## src/include/bridge_defines.svh

```systemverilog
// ======================================================================
// bridge front end constants
// widths, start-up thresholds and dead-time lengths in ADA_DCO cycles
// ======================================================================

`ifndef BRIDGE_DEFINES_SVH
`define BRIDGE_DEFINES_SVH

// tank ADC code width, two's complement
`define ADC_WIDTH 14

// switches of the H-bridge, M1..M4
`define N_SWITCH 4

// start-up counter
`define STARTUP_CNT_WIDTH 8
// last count of bootstrap charging (low sides on)
`define STARTUP_ON_CYCLES 10
// last count of the forced precharge state
`define STARTUP_VG_CYCLES 14

// dead-time counter width
`define DT_CNT_WIDTH 4

// dead-time lengths by select code 00, 10, 01, 11
`define DEADTIME_SEL0 8
`define DEADTIME_SEL1 2
`define DEADTIME_SEL2 4
`define DEADTIME_SEL3 6

`endif

```

## src/hw/bridge_pkg.sv

```systemverilog
// ======================================================================
// bridge front end types
// ======================================================================

`include "bridge_defines.svh"

package bridge_pkg;

   // signed tank ADC code
   typedef logic signed [`ADC_WIDTH-1:0] adc_code_t;

   // one bit per switch
   // bit 0 M1 leg 1 high, bit 1 M2 leg 2 high
   // bit 2 M3 leg 1 low,  bit 3 M4 leg 2 low
   typedef logic [`N_SWITCH-1:0] gate_vec_t;

   typedef logic [1:0] dt_sel_t;
   typedef logic [`DT_CNT_WIDTH-1:0] dt_count_t;
   typedef logic [`STARTUP_CNT_WIDTH-1:0] startup_count_t;

   // converted tank sample, 15 bits
   typedef struct packed {
      adc_code_t value;
      logic      clamped;
   } tank_sample_t;

   // bridge start-up phase
   typedef enum logic [1:0] {PH_OFF, PH_BOOTSTRAP, PH_PRECHARGE, PH_RUN} bridge_phase_t;

endpackage

```

## src/hw/tank_adc_capture.sv

```systemverilog
// ======================================================================
// tank ADC capture
// polarity inversion, over-range clamp, one-entry valid/ready output
// ======================================================================

`timescale 1ns/1ps

`include "bridge_defines.svh"

module tank_adc_capture
   import bridge_pkg::*;
(
   input  logic         ADA_DCO,
   input  logic         i_reset,
   input  adc_code_t    i_adc_data,
   input  logic         i_adc_or,
   output tank_sample_t o_sample,
   output logic         o_sample_valid,
   input  logic         i_sample_ready
);

   // full-scale codes
   localparam adc_code_t CODE_MAX = {1'b0, {(`ADC_WIDTH-1){1'b1}}};
   localparam adc_code_t CODE_MIN = {1'b1, {(`ADC_WIDTH-1){1'b0}}};

   tank_sample_t conv;
   logic         load;

   // ==================================================================
   // conversion
   // ==================================================================
   always_comb begin
      conv.clamped = i_adc_or;
      if (i_adc_or) begin
         // over-range, clamp to full scale of the opposite sign
         conv.value = (i_adc_data == CODE_MIN) ? CODE_MAX : CODE_MIN;
      end else begin
         // sensor polarity is inverted on the board
         // most negative code wraps onto itself
         conv.value = -i_adc_data;
      end
   end

   // ==================================================================
   // output register
   // ==================================================================
   // load when empty or when the held sample leaves this edge
   assign load = !o_sample_valid || i_sample_ready;

   always_ff @(posedge ADA_DCO) begin
      if (i_reset) begin
         o_sample_valid <= 1'b0;
      end else if (load) begin
         // a conversion arrives every edge
         o_sample_valid <= 1'b1;
      end
   end

   // stalled conversions are dropped
   always_ff @(posedge ADA_DCO) begin
      if (load) begin
         o_sample <= conv;
      end
   end

endmodule

```

## src/hw/startup_sequencer.sv

```systemverilog
// ======================================================================
// bootstrap start-up sequencer
// bootstrap charge, forced precharge, then normal switching
// ======================================================================

`timescale 1ns/1ps

`include "bridge_defines.svh"

module startup_sequencer
   import bridge_pkg::*;
(
   input  logic          ADA_DCO,
   input  logic          i_reset,
   input  logic          i_enable,
   output bridge_phase_t o_phase
);

   startup_count_t cnt;

   // counts from enable, stops in run
   // cleared while disabled so each re-enable recharges the bootstrap caps
   always_ff @(posedge ADA_DCO) begin
      if (i_reset) begin
         cnt <= '0;
      end else if (!i_enable) begin
         cnt <= '0;
      end else if (o_phase != PH_RUN) begin
         cnt <= cnt + startup_count_t'(1);
      end
   end

   // ==================================================================
   // phase decode
   // ==================================================================
   always_comb begin
      if (!i_enable) begin
         o_phase = PH_OFF;
      end else if (cnt <= startup_count_t'(`STARTUP_ON_CYCLES)) begin
         // low sides on, bootstrap capacitors charging
         o_phase = PH_BOOTSTRAP;
      end else if (cnt <= startup_count_t'(`STARTUP_VG_CYCLES)) begin
         // force the tank into a known state
         o_phase = PH_PRECHARGE;
      end else begin
         o_phase = PH_RUN;
      end
   end

endmodule

```

## src/hw/dead_time_gen.sv

```systemverilog
// ======================================================================
// dead-time generator
// delays each switch turn-on by a selectable number of cycles
// ======================================================================

`timescale 1ns/1ps

`include "bridge_defines.svh"

module dead_time_gen
   import bridge_pkg::*;
(
   input  logic      ADA_DCO,
   input  logic      i_reset,
   input  gate_vec_t i_cmd,
   input  dt_sel_t   i_dt_sel,
   output gate_vec_t o_cmd
);

   dt_count_t dt_len;

   // select code to dead-time length
   always_comb begin
      case (i_dt_sel)
         2'b00:   dt_len = dt_count_t'(`DEADTIME_SEL0);
         2'b10:   dt_len = dt_count_t'(`DEADTIME_SEL1);
         2'b01:   dt_len = dt_count_t'(`DEADTIME_SEL2);
         default: dt_len = dt_count_t'(`DEADTIME_SEL3);
      endcase
   end

   // ==================================================================
   // per-switch delay
   // ==================================================================
   for (genvar g = 0; g < `N_SWITCH; g++) begin : g_sw
      dt_count_t cnt_q;
      dt_count_t cnt_next;
      logic      out_q;

      // consecutive high edges, saturating
      assign cnt_next = (&cnt_q) ? cnt_q : cnt_q + dt_count_t'(1);

      always_ff @(posedge ADA_DCO) begin
         if (i_reset) begin
            cnt_q <= '0;
            out_q <= 1'b0;
         end else if (!i_cmd[g]) begin
            // turn-off passes straight through
            cnt_q <= '0;
            out_q <= 1'b0;
         end else begin
            cnt_q <= cnt_next;
            // turn-on once the dead time has elapsed, then hold
            if (cnt_next >= dt_len) begin
               out_q <= 1'b1;
            end
         end
      end

      assign o_cmd[g] = out_q;
   end

endmodule

```

## src/hw/gate_drive_logic.sv

```systemverilog
// ======================================================================
// gate combination and shoot-through guard
// ======================================================================

`timescale 1ns/1ps

module gate_drive_logic
   import bridge_pkg::*;
(
   input  logic          ADA_DCO,
   input  logic          i_reset,
   input  logic          i_enable,
   input  bridge_phase_t i_phase,
   input  gate_vec_t     i_dt_cmd,
   output gate_vec_t     o_gate,
   output logic          o_shoot_through
);

   // switch positions in the gate vector
   localparam int M1 = 0;
   localparam int M2 = 1;
   localparam int M3 = 2;
   localparam int M4 = 3;

   // fixed start-up patterns
   // bootstrap M3+M4, precharge M1+M4
   localparam gate_vec_t GATE_BOOT = 4'b1100;
   localparam gate_vec_t GATE_PREC = 4'b1001;

   logic      shorted;
   gate_vec_t pattern;

   // high and low side of the same leg together
   assign shorted = (i_dt_cmd[M1] && i_dt_cmd[M3]) || (i_dt_cmd[M2] && i_dt_cmd[M4]);

   // pattern by phase
   always_comb begin
      case (i_phase)
         PH_BOOTSTRAP: pattern = GATE_BOOT;
         PH_PRECHARGE: pattern = GATE_PREC;
         PH_RUN:       pattern = i_dt_cmd;
         default:      pattern = '0;
      endcase
   end

   // ==================================================================
   // gate register
   // ==================================================================
   always_ff @(posedge ADA_DCO) begin
      if (i_reset) begin
         o_gate          <= '0;
         o_shoot_through <= 1'b0;
      end else begin
         o_shoot_through <= shorted;
         // guard and enable override every phase
         o_gate <= (shorted || !i_enable) ? '0 : pattern;
      end
   end

endmodule

```

## src/hw/bridge_ctrl_top.sv

```systemverilog
// ======================================================================
// H-bridge gate-drive front end
// tank ADC capture, start-up sequencer, dead time and gate guard
// ======================================================================

`timescale 1ns/1ps

module bridge_ctrl_top
   import bridge_pkg::*;
(
   input  logic         ADA_DCO,
   input  logic         i_reset,
   input  logic         i_enable,
   // tank ADC
   input  adc_code_t    i_adc_data,
   input  logic         i_adc_or,
   output tank_sample_t o_sample,
   output logic         o_sample_valid,
   input  logic         i_sample_ready,
   // modulation commands from the controller
   input  gate_vec_t    i_mosfet_cmd,
   input  dt_sel_t      i_deadtime_sel,
   // bridge gates
   output gate_vec_t    o_gate,
   output logic         o_shoot_through
);

   bridge_phase_t phase;
   gate_vec_t     dt_cmd;

   // tank voltage sample stream
   tank_adc_capture u_adc (
      .ADA_DCO        (ADA_DCO),
      .i_reset        (i_reset),
      .i_adc_data     (i_adc_data),
      .i_adc_or       (i_adc_or),
      .o_sample       (o_sample),
      .o_sample_valid (o_sample_valid),
      .i_sample_ready (i_sample_ready)
   );

   startup_sequencer u_startup (
      .ADA_DCO  (ADA_DCO),
      .i_reset  (i_reset),
      .i_enable (i_enable),
      .o_phase  (phase)
   );

   dead_time_gen u_dead_time (
      .ADA_DCO  (ADA_DCO),
      .i_reset  (i_reset),
      .i_cmd    (i_mosfet_cmd),
      .i_dt_sel (i_deadtime_sel),
      .o_cmd    (dt_cmd)
   );

   gate_drive_logic u_gate (
      .ADA_DCO         (ADA_DCO),
      .i_reset         (i_reset),
      .i_enable        (i_enable),
      .i_phase         (phase),
      .i_dt_cmd        (dt_cmd),
      .o_gate          (o_gate),
      .o_shoot_through (o_shoot_through)
   );

endmodule

```

## config.mk

```make
export PLATFORM = sky130hd
export DESIGN_NAME = bridge_ctrl_top
export DESIGN_NICKNAME = d
export VERILOG_FILES = /design/src/hw/bridge_pkg.sv /design/src/hw/tank_adc_capture.sv /design/src/hw/startup_sequencer.sv /design/src/hw/dead_time_gen.sv /design/src/hw/gate_drive_logic.sv /design/src/hw/bridge_ctrl_top.sv
export VERILOG_INCLUDE_DIRS = /design/src /design/src/include
export SDC_FILE = /design/constraint.sdc
export NUM_CORES = 1
export LEC_CHECK = 0
export BUFFER_PORTS_ARGS = -buffer_cell sky130_fd_sc_hd__buf_2
export CAP_MARGIN = 40
export CORE_UTILIZATION = 50
export CTS_CLUSTER_SIZE = 10
export DETAILED_ROUTE_END_ITERATION = 12
export GPL_TIMING_DRIVEN = 0
export MAX_ROUTING_LAYER = met4
export PLACE_DENSITY = 0.73
export SLEW_MARGIN = 20
export SYNTH_ARGS = -nofsm -noshare
export SYNTH_HDL_FRONTEND = slang
export SYNTH_SLANG_ARGS = --single-unit
```

## constraint.sdc

```tcl
create_clock -name ADA_DCO -period 2.6 [get_ports ADA_DCO]
set_input_delay 0.52 -clock ADA_DCO [delete_from_list [all_inputs] [get_ports ADA_DCO]]
set_output_delay 0.52 -clock ADA_DCO [all_outputs]
set_load 0.005 [all_outputs]
```

# Word level (Yosys, flattened, before mapping)
# Cells that the tools add are included.
# totals
word_cells	67
out_inout_bits	21
in_bits	25
reg_bits	49
# op_classes
n_eq_ne	7
n_lt_le_gt_ge	6
muxes	11
bitwise_logic	5
reduce_logical	18
n_addsub	6
# ops
operator	n
$mux W14	2
$pmux W4 S3	2
$add A4 B1 Y4 const B	4
$ge A4 B4 Y1	4
$le A8 B4 Y1 const B	2
$mux W4	4
$reduce_and A4 Y1	4
$eq A14 B14 Y1 const B	1
$neg A14 Y14	1
$reduce_or A2 Y1	6
$add A8 B1 Y8 const B	1
$eq A2 B2 Y1 const B	3
$not A1 Y1	5
$eq A2 B1 Y1 const B	2
$mux W2	2
$logic_or A1 B1 Y1	3
$logic_and A1 B1 Y1	2
$logic_not A1 Y1	2
$logic_not A2 Y1	1
$ne A2 B2 Y1 const B	1
$mux W1	1

# Depth between registers and ports, before layout
# depth
depth_word	6
depth_mapped	8
ltp_nobuf	8

# Hierarchy
# A second synthesis with hierarchy kept.
# unflattened
hier_cells	252
hier_area_um2	2638.8
# by_module_without_submodules
module	seq_area_each_um2	cells_per_inst	area_each_um2	instances
dead_time_gen	400.4	130	1211.2	1
tank_adc_capture	470.5	70	868.3	1
startup_sequencer	160.2	35	351.6	1
gate_drive_logic	100.1	17	207.7	1

# Worst setup path before layout
# OpenSTA, ideal clock, no wires.
# synth_path
kind	input port to flip-flop
from	in i_adc_data[0]
to	reg u_adc.o_sample[10] (netlist name)
setup_ns	0.152
n_path_buf	1
required_ns	2.448
path_stages	7
arrival_time_ns	1.758
path_slack_ns	0.690
path_cell_list	inv_1 ha_1 nor3b_4 nand4_1 or3_1 buf_6 o21ai_0
# synth_lines
element	line_no	text
from (decl)	bridge_ctrl_top.sv:15	input adc_code_t i_adc_data,

# Worst setup path in the final report
# layout_path
from	reg u_dead_time.g_sw[0].cnt_q[0]
to	reg u_dead_time.g_sw[0].out_q
# layout_between
elab_chain_cells	3
elab_cells_between_ends	4
cone_classes	add/sub: 1; order compare: 1; mux: 1; reduce/logical: 1
# layout_rtl
element	line_no	text
from (decl)	dead_time_gen.sv:36	dt_count_t cnt_q;
from (signal assigned)	dead_time_gen.sv:52	cnt_q <= cnt_next;
$add A4 B1 Y4 or $reduce_and A4 Y1 (tied branches)	dead_time_gen.sv:41	assign cnt_next = (&cnt_q) ? cnt_q : cnt_q + dt_count_t'(1);
$mux W4 *	dead_time_gen.sv:41	
$ge A4 B4 Y1 *	dead_time_gen.sv:54	if (cnt_next >= dt_len) begin
to (signal assigned)	dead_time_gen.sv:46	out_q <= 1'b0;
to (signal assigned)	dead_time_gen.sv:50	out_q <= 1'b0;
to (signal assigned)	dead_time_gen.sv:55	out_q <= 1'b1;
to (decl)	dead_time_gen.sv:38	logic out_q;
# Mark *: on every way between the ends. The rest lies on a longest branch, timed or not.
# A chain may end at the register's enable or synchronous reset.

==> impl_metrics.json <==
{
  "grt_pass1_wl_um": 7980,
  "cellPowerDensity_mw_per_mm2": 501,
  "met2_length_um": 2040,
  "outcome": "finished clean",
  "drive_above_1_share_pct": 19.7,
  "tritoncts": "built",
  "place.gp.congestion": 0.806,
  "worst_hold_slack_ns": 0.412,
  "p_clk_share_pct": 31.0,
  "period_needed_ns": 2.10,
  "worstHoldEndpoint": "u_gate.o_shoot_through",
  "wl_met3_um": 254,
  "grt_max_degree": 17,
  "first_iter_violations": 76,
  "start_kind": "flip-flop",
  "worst_r2r_path_depth": 7,
  "hold_depth": 2,
  "yosys_warnings": 0,
  "synth_cell_types": 44,
  "synth_top_area_cell": "dfxtp_1",
  "end_kind": "flip-flop",
  "root_buffer": "clkbuf_8",
  "p_sw_uw": 361,
  "crit_type": "flip-flop to flip-flop",
  "p_sw_share_pct": 25.0,
  "met1_length_um": 2210,
  "htreeDepth": 2,
  "n_antenna_cell": 0,
  "hold_buffers": 0,
  "synth_top_area_share_pct": 27.4,
  "syn2layout_area_growth_pct": 16.1,
  "fmax_ghz": 0.476,
  "die_y_um": 72.5,
  "synth_area_leaders": "dfxtp_1 27%, edfxtp_1 18%, ha_1 9.6%",
  "firstDrtPassIters": 5,
  "setup_viol": 0,
  "worstPathMaxFanout": 5,
  "synth_area_per_cell_um2": 9.66,
  "hpwl_um": 3630,
  "synthFlopType": "dfxtp_1",
  "postRouteAntennaNets": 0,
  "maxSlewHeadroom_pct": 53.0,
  "final_common_cell": "buf_2",
  "hp-start": "i_reset",
  "clock_skew_ns": 0.0105,
  "p_seq_share_pct": 58.0,
  "rrSetupSlack_ns": 0.50,
  "syn_nets": 301,
  "yosysSeqAreaShare_pct": 45.5,
  "finalPower_mw": 1.44,
  "totalWireLength_um": 4600,
  "ir_drop_v": 0.000235,
  "reg2reg_from": "u_dead_time.g_sw[0].cnt_q[0]",
  "worst_pin_slew_ns": 0.706,
  "fill_cells": 436,
  "intPower_mw": 1.08,
  "highest_layer": "met4",
  "nets": 353,
  "path_clk_slew_ns": 0.09,
  "syn_inst": 257,
  "final_cell_mix": "45 x buf_2, 34 x dfxtp_1, 30 x nor2_1, 19 x ha_1, 17 x nor3_1",
  "start_util_pct": 52.2,
  "wl_per_cell_um": 12.2,
  "synthArstFlopShare_pct": 0,
  "hp-class": "primary input to flip-flop",
  "timing.final.crit_share_pct": 80.8,
  "rsz0062_at_grt": "no",
  "core_area_mm2": 0.00475,
  "total_leakage_power_nw": 1.30,
  "tns_ns": 0,
  "worst_ep_arrival_time_ns": 2.29,
  "cts_resized": 0,
  "overflow": 0,
  "clkLatencyLatePin_ns": 0.30,
  "r2r_end": "u_dead_time.g_sw[0].out_q",
  "antenna_found_initial": 0,
  "synth_seq_cells": 49,
  "pwr-share-comb_pct": 11.0,
  "drv_cap": 0,
  "viasPerCell": 5.31,
  "dr_total_vias": 2000,
  "required_ns": 2.79,
  "clk_path_buf_depth": 2,
  "cts_sinks": 49,
  "post-route-drc-count": 0,
  "rows": 25,
  "report.final.slew_viol_count": 0,
  "grt_pass1_vias": 1901,
  "synth-edff-count": 15,
  "port_buffers": 45,
  "track_usage_pct": 20.0,
  "finalHoldViolCount": 0,
  "syn_area_mm2": 0.00248,
  "cts_buffers": 5,
  "design.die.area_mm2": 0.00525,
  "dieWidth_um": 72.5,
  "post-cts-setup-buffers": 0,
  "ios": 46
}
cells in the mapped netlist (5+ instances only):
library cell,instances
dfxtp_1,34
nor2_1,30
ha_1,19
nor3_1,17
o21ai_0,16
edfxtp_1,15
nand2_1,14
inv_1,12
a21oi_1,11
nand3_1,11
and3_1,8
xnor2_1,6
xor2_1,6
and2_1,5
mux2i_1,5
nor2b_1,5
metrics by stage:
step | cell area, um^2 | util, % | std cells | setup WS, ns
final | 2880 | 60.7 | 377 | 0.498
after global routing | 2880 | 60.7 | 377 | 0.314
after CTS | 2880 | 60.7 | 377 | 0.484
after detailed placement | 2790 | 58.7 | 369 | 0.328
after global placement | 2790 | 58.7 | 369 | 0.382
after floorplan | 2480 | - | 257 | 0.690
worst max-delay path by stage:
stage                                       startpoint                        end  slack (ns)  cells past startpoint
after floorplan                          i_adc_data[0]         u_adc.o_sample[10]        0.69                      7
after global placement                   i_adc_data[0]          u_adc.o_sample[8]        0.38                      8
after detailed placement                 i_adc_data[0]          u_adc.o_sample[4]        0.33                      8
after CTS                 u_dead_time.g_sw[0].cnt_q[0]  u_dead_time.g_sw[0].out_q        0.48                      7
after global routing      u_dead_time.g_sw[3].cnt_q[0]  u_dead_time.g_sw[3].out_q        0.31                      7
final                     u_dead_time.g_sw[0].cnt_q[0]  u_dead_time.g_sw[0].out_q        0.50                      7
cell type report:
| type | instances | area (um^2) | area share, % |
|---|---|---|---|
| Tap cell | 67 | 83.8 | 2.91 |
| Clock buffer | 5 | 68.8 | 2.39 |
| Buffer | 5 | 26.3 | 0.911 |
| Clock inverter | 3 | 22.5 | 0.781 |
| Timing Repair Buffer | 45 | 225 | 7.81 |
| Inverter | 12 | 45.0 | 1.56 |
| Sequential cell | 49 | 1130 | 39.2 |
| Multi-Input combinational cell | 191 | 1280 | 44.4 |
routing by layer:
layer,vias up,global-route usage [%]
li1,1034,-
met1,899,24.0
met2,56,32.1
met3,11,5.14
met4,0,8.28
met5,-,-
power groups by stage:
stage	registers, mW	logic [mW]	clock network (mW)
3_3_place_gp	0.856	0.154	0
2_1_floorplan	0.857	0.0838	0
5_1_grt	0.843	0.181	0.494
6_report	0.838	0.159	0.448
4_1_cts	0.839	0.161	0.461
3_5_place_dp	0.856	0.161	0
flip-flops by register name, summed over array words and instances, names as in the netlist:
register and flops:
u_adc.o_sample 15, u_adc.o_sample_valid 1, u_dead_time.g_sw.cnt_q 16, u_dead_time.g_sw.out_q 4, u_gate.o_gate 4, u_gate.o_shoot_through 1
u_startup.cnt 8
worst max-delay path, cell delays in order, from the launching register on:
cell	delay, ns
dfxtp_1	0.42
ha_1	0.23
nand3_1	0.18
mux2i_1	0.27
ha_1	0.28
and4_1	0.15
o41ai_1	0.34
a21oi_1	0.11
kinds of logic after synthesis:
| family | after synthesis | synth area share (%) |
|---|---|---|
| mux | 5 | 2.02 |
| compound gates | 42 | 10.2 |
| buf+inv | 17 | 2.87 |
| simple gates | 113 | 25.5 |
| fa+ha+maj | 19 | 9.57 |
| flops | 49 | 45.5 |
| xor+xnor | 12 | 4.23 |
No activity file was read; power rests on OpenSTA's default activity.
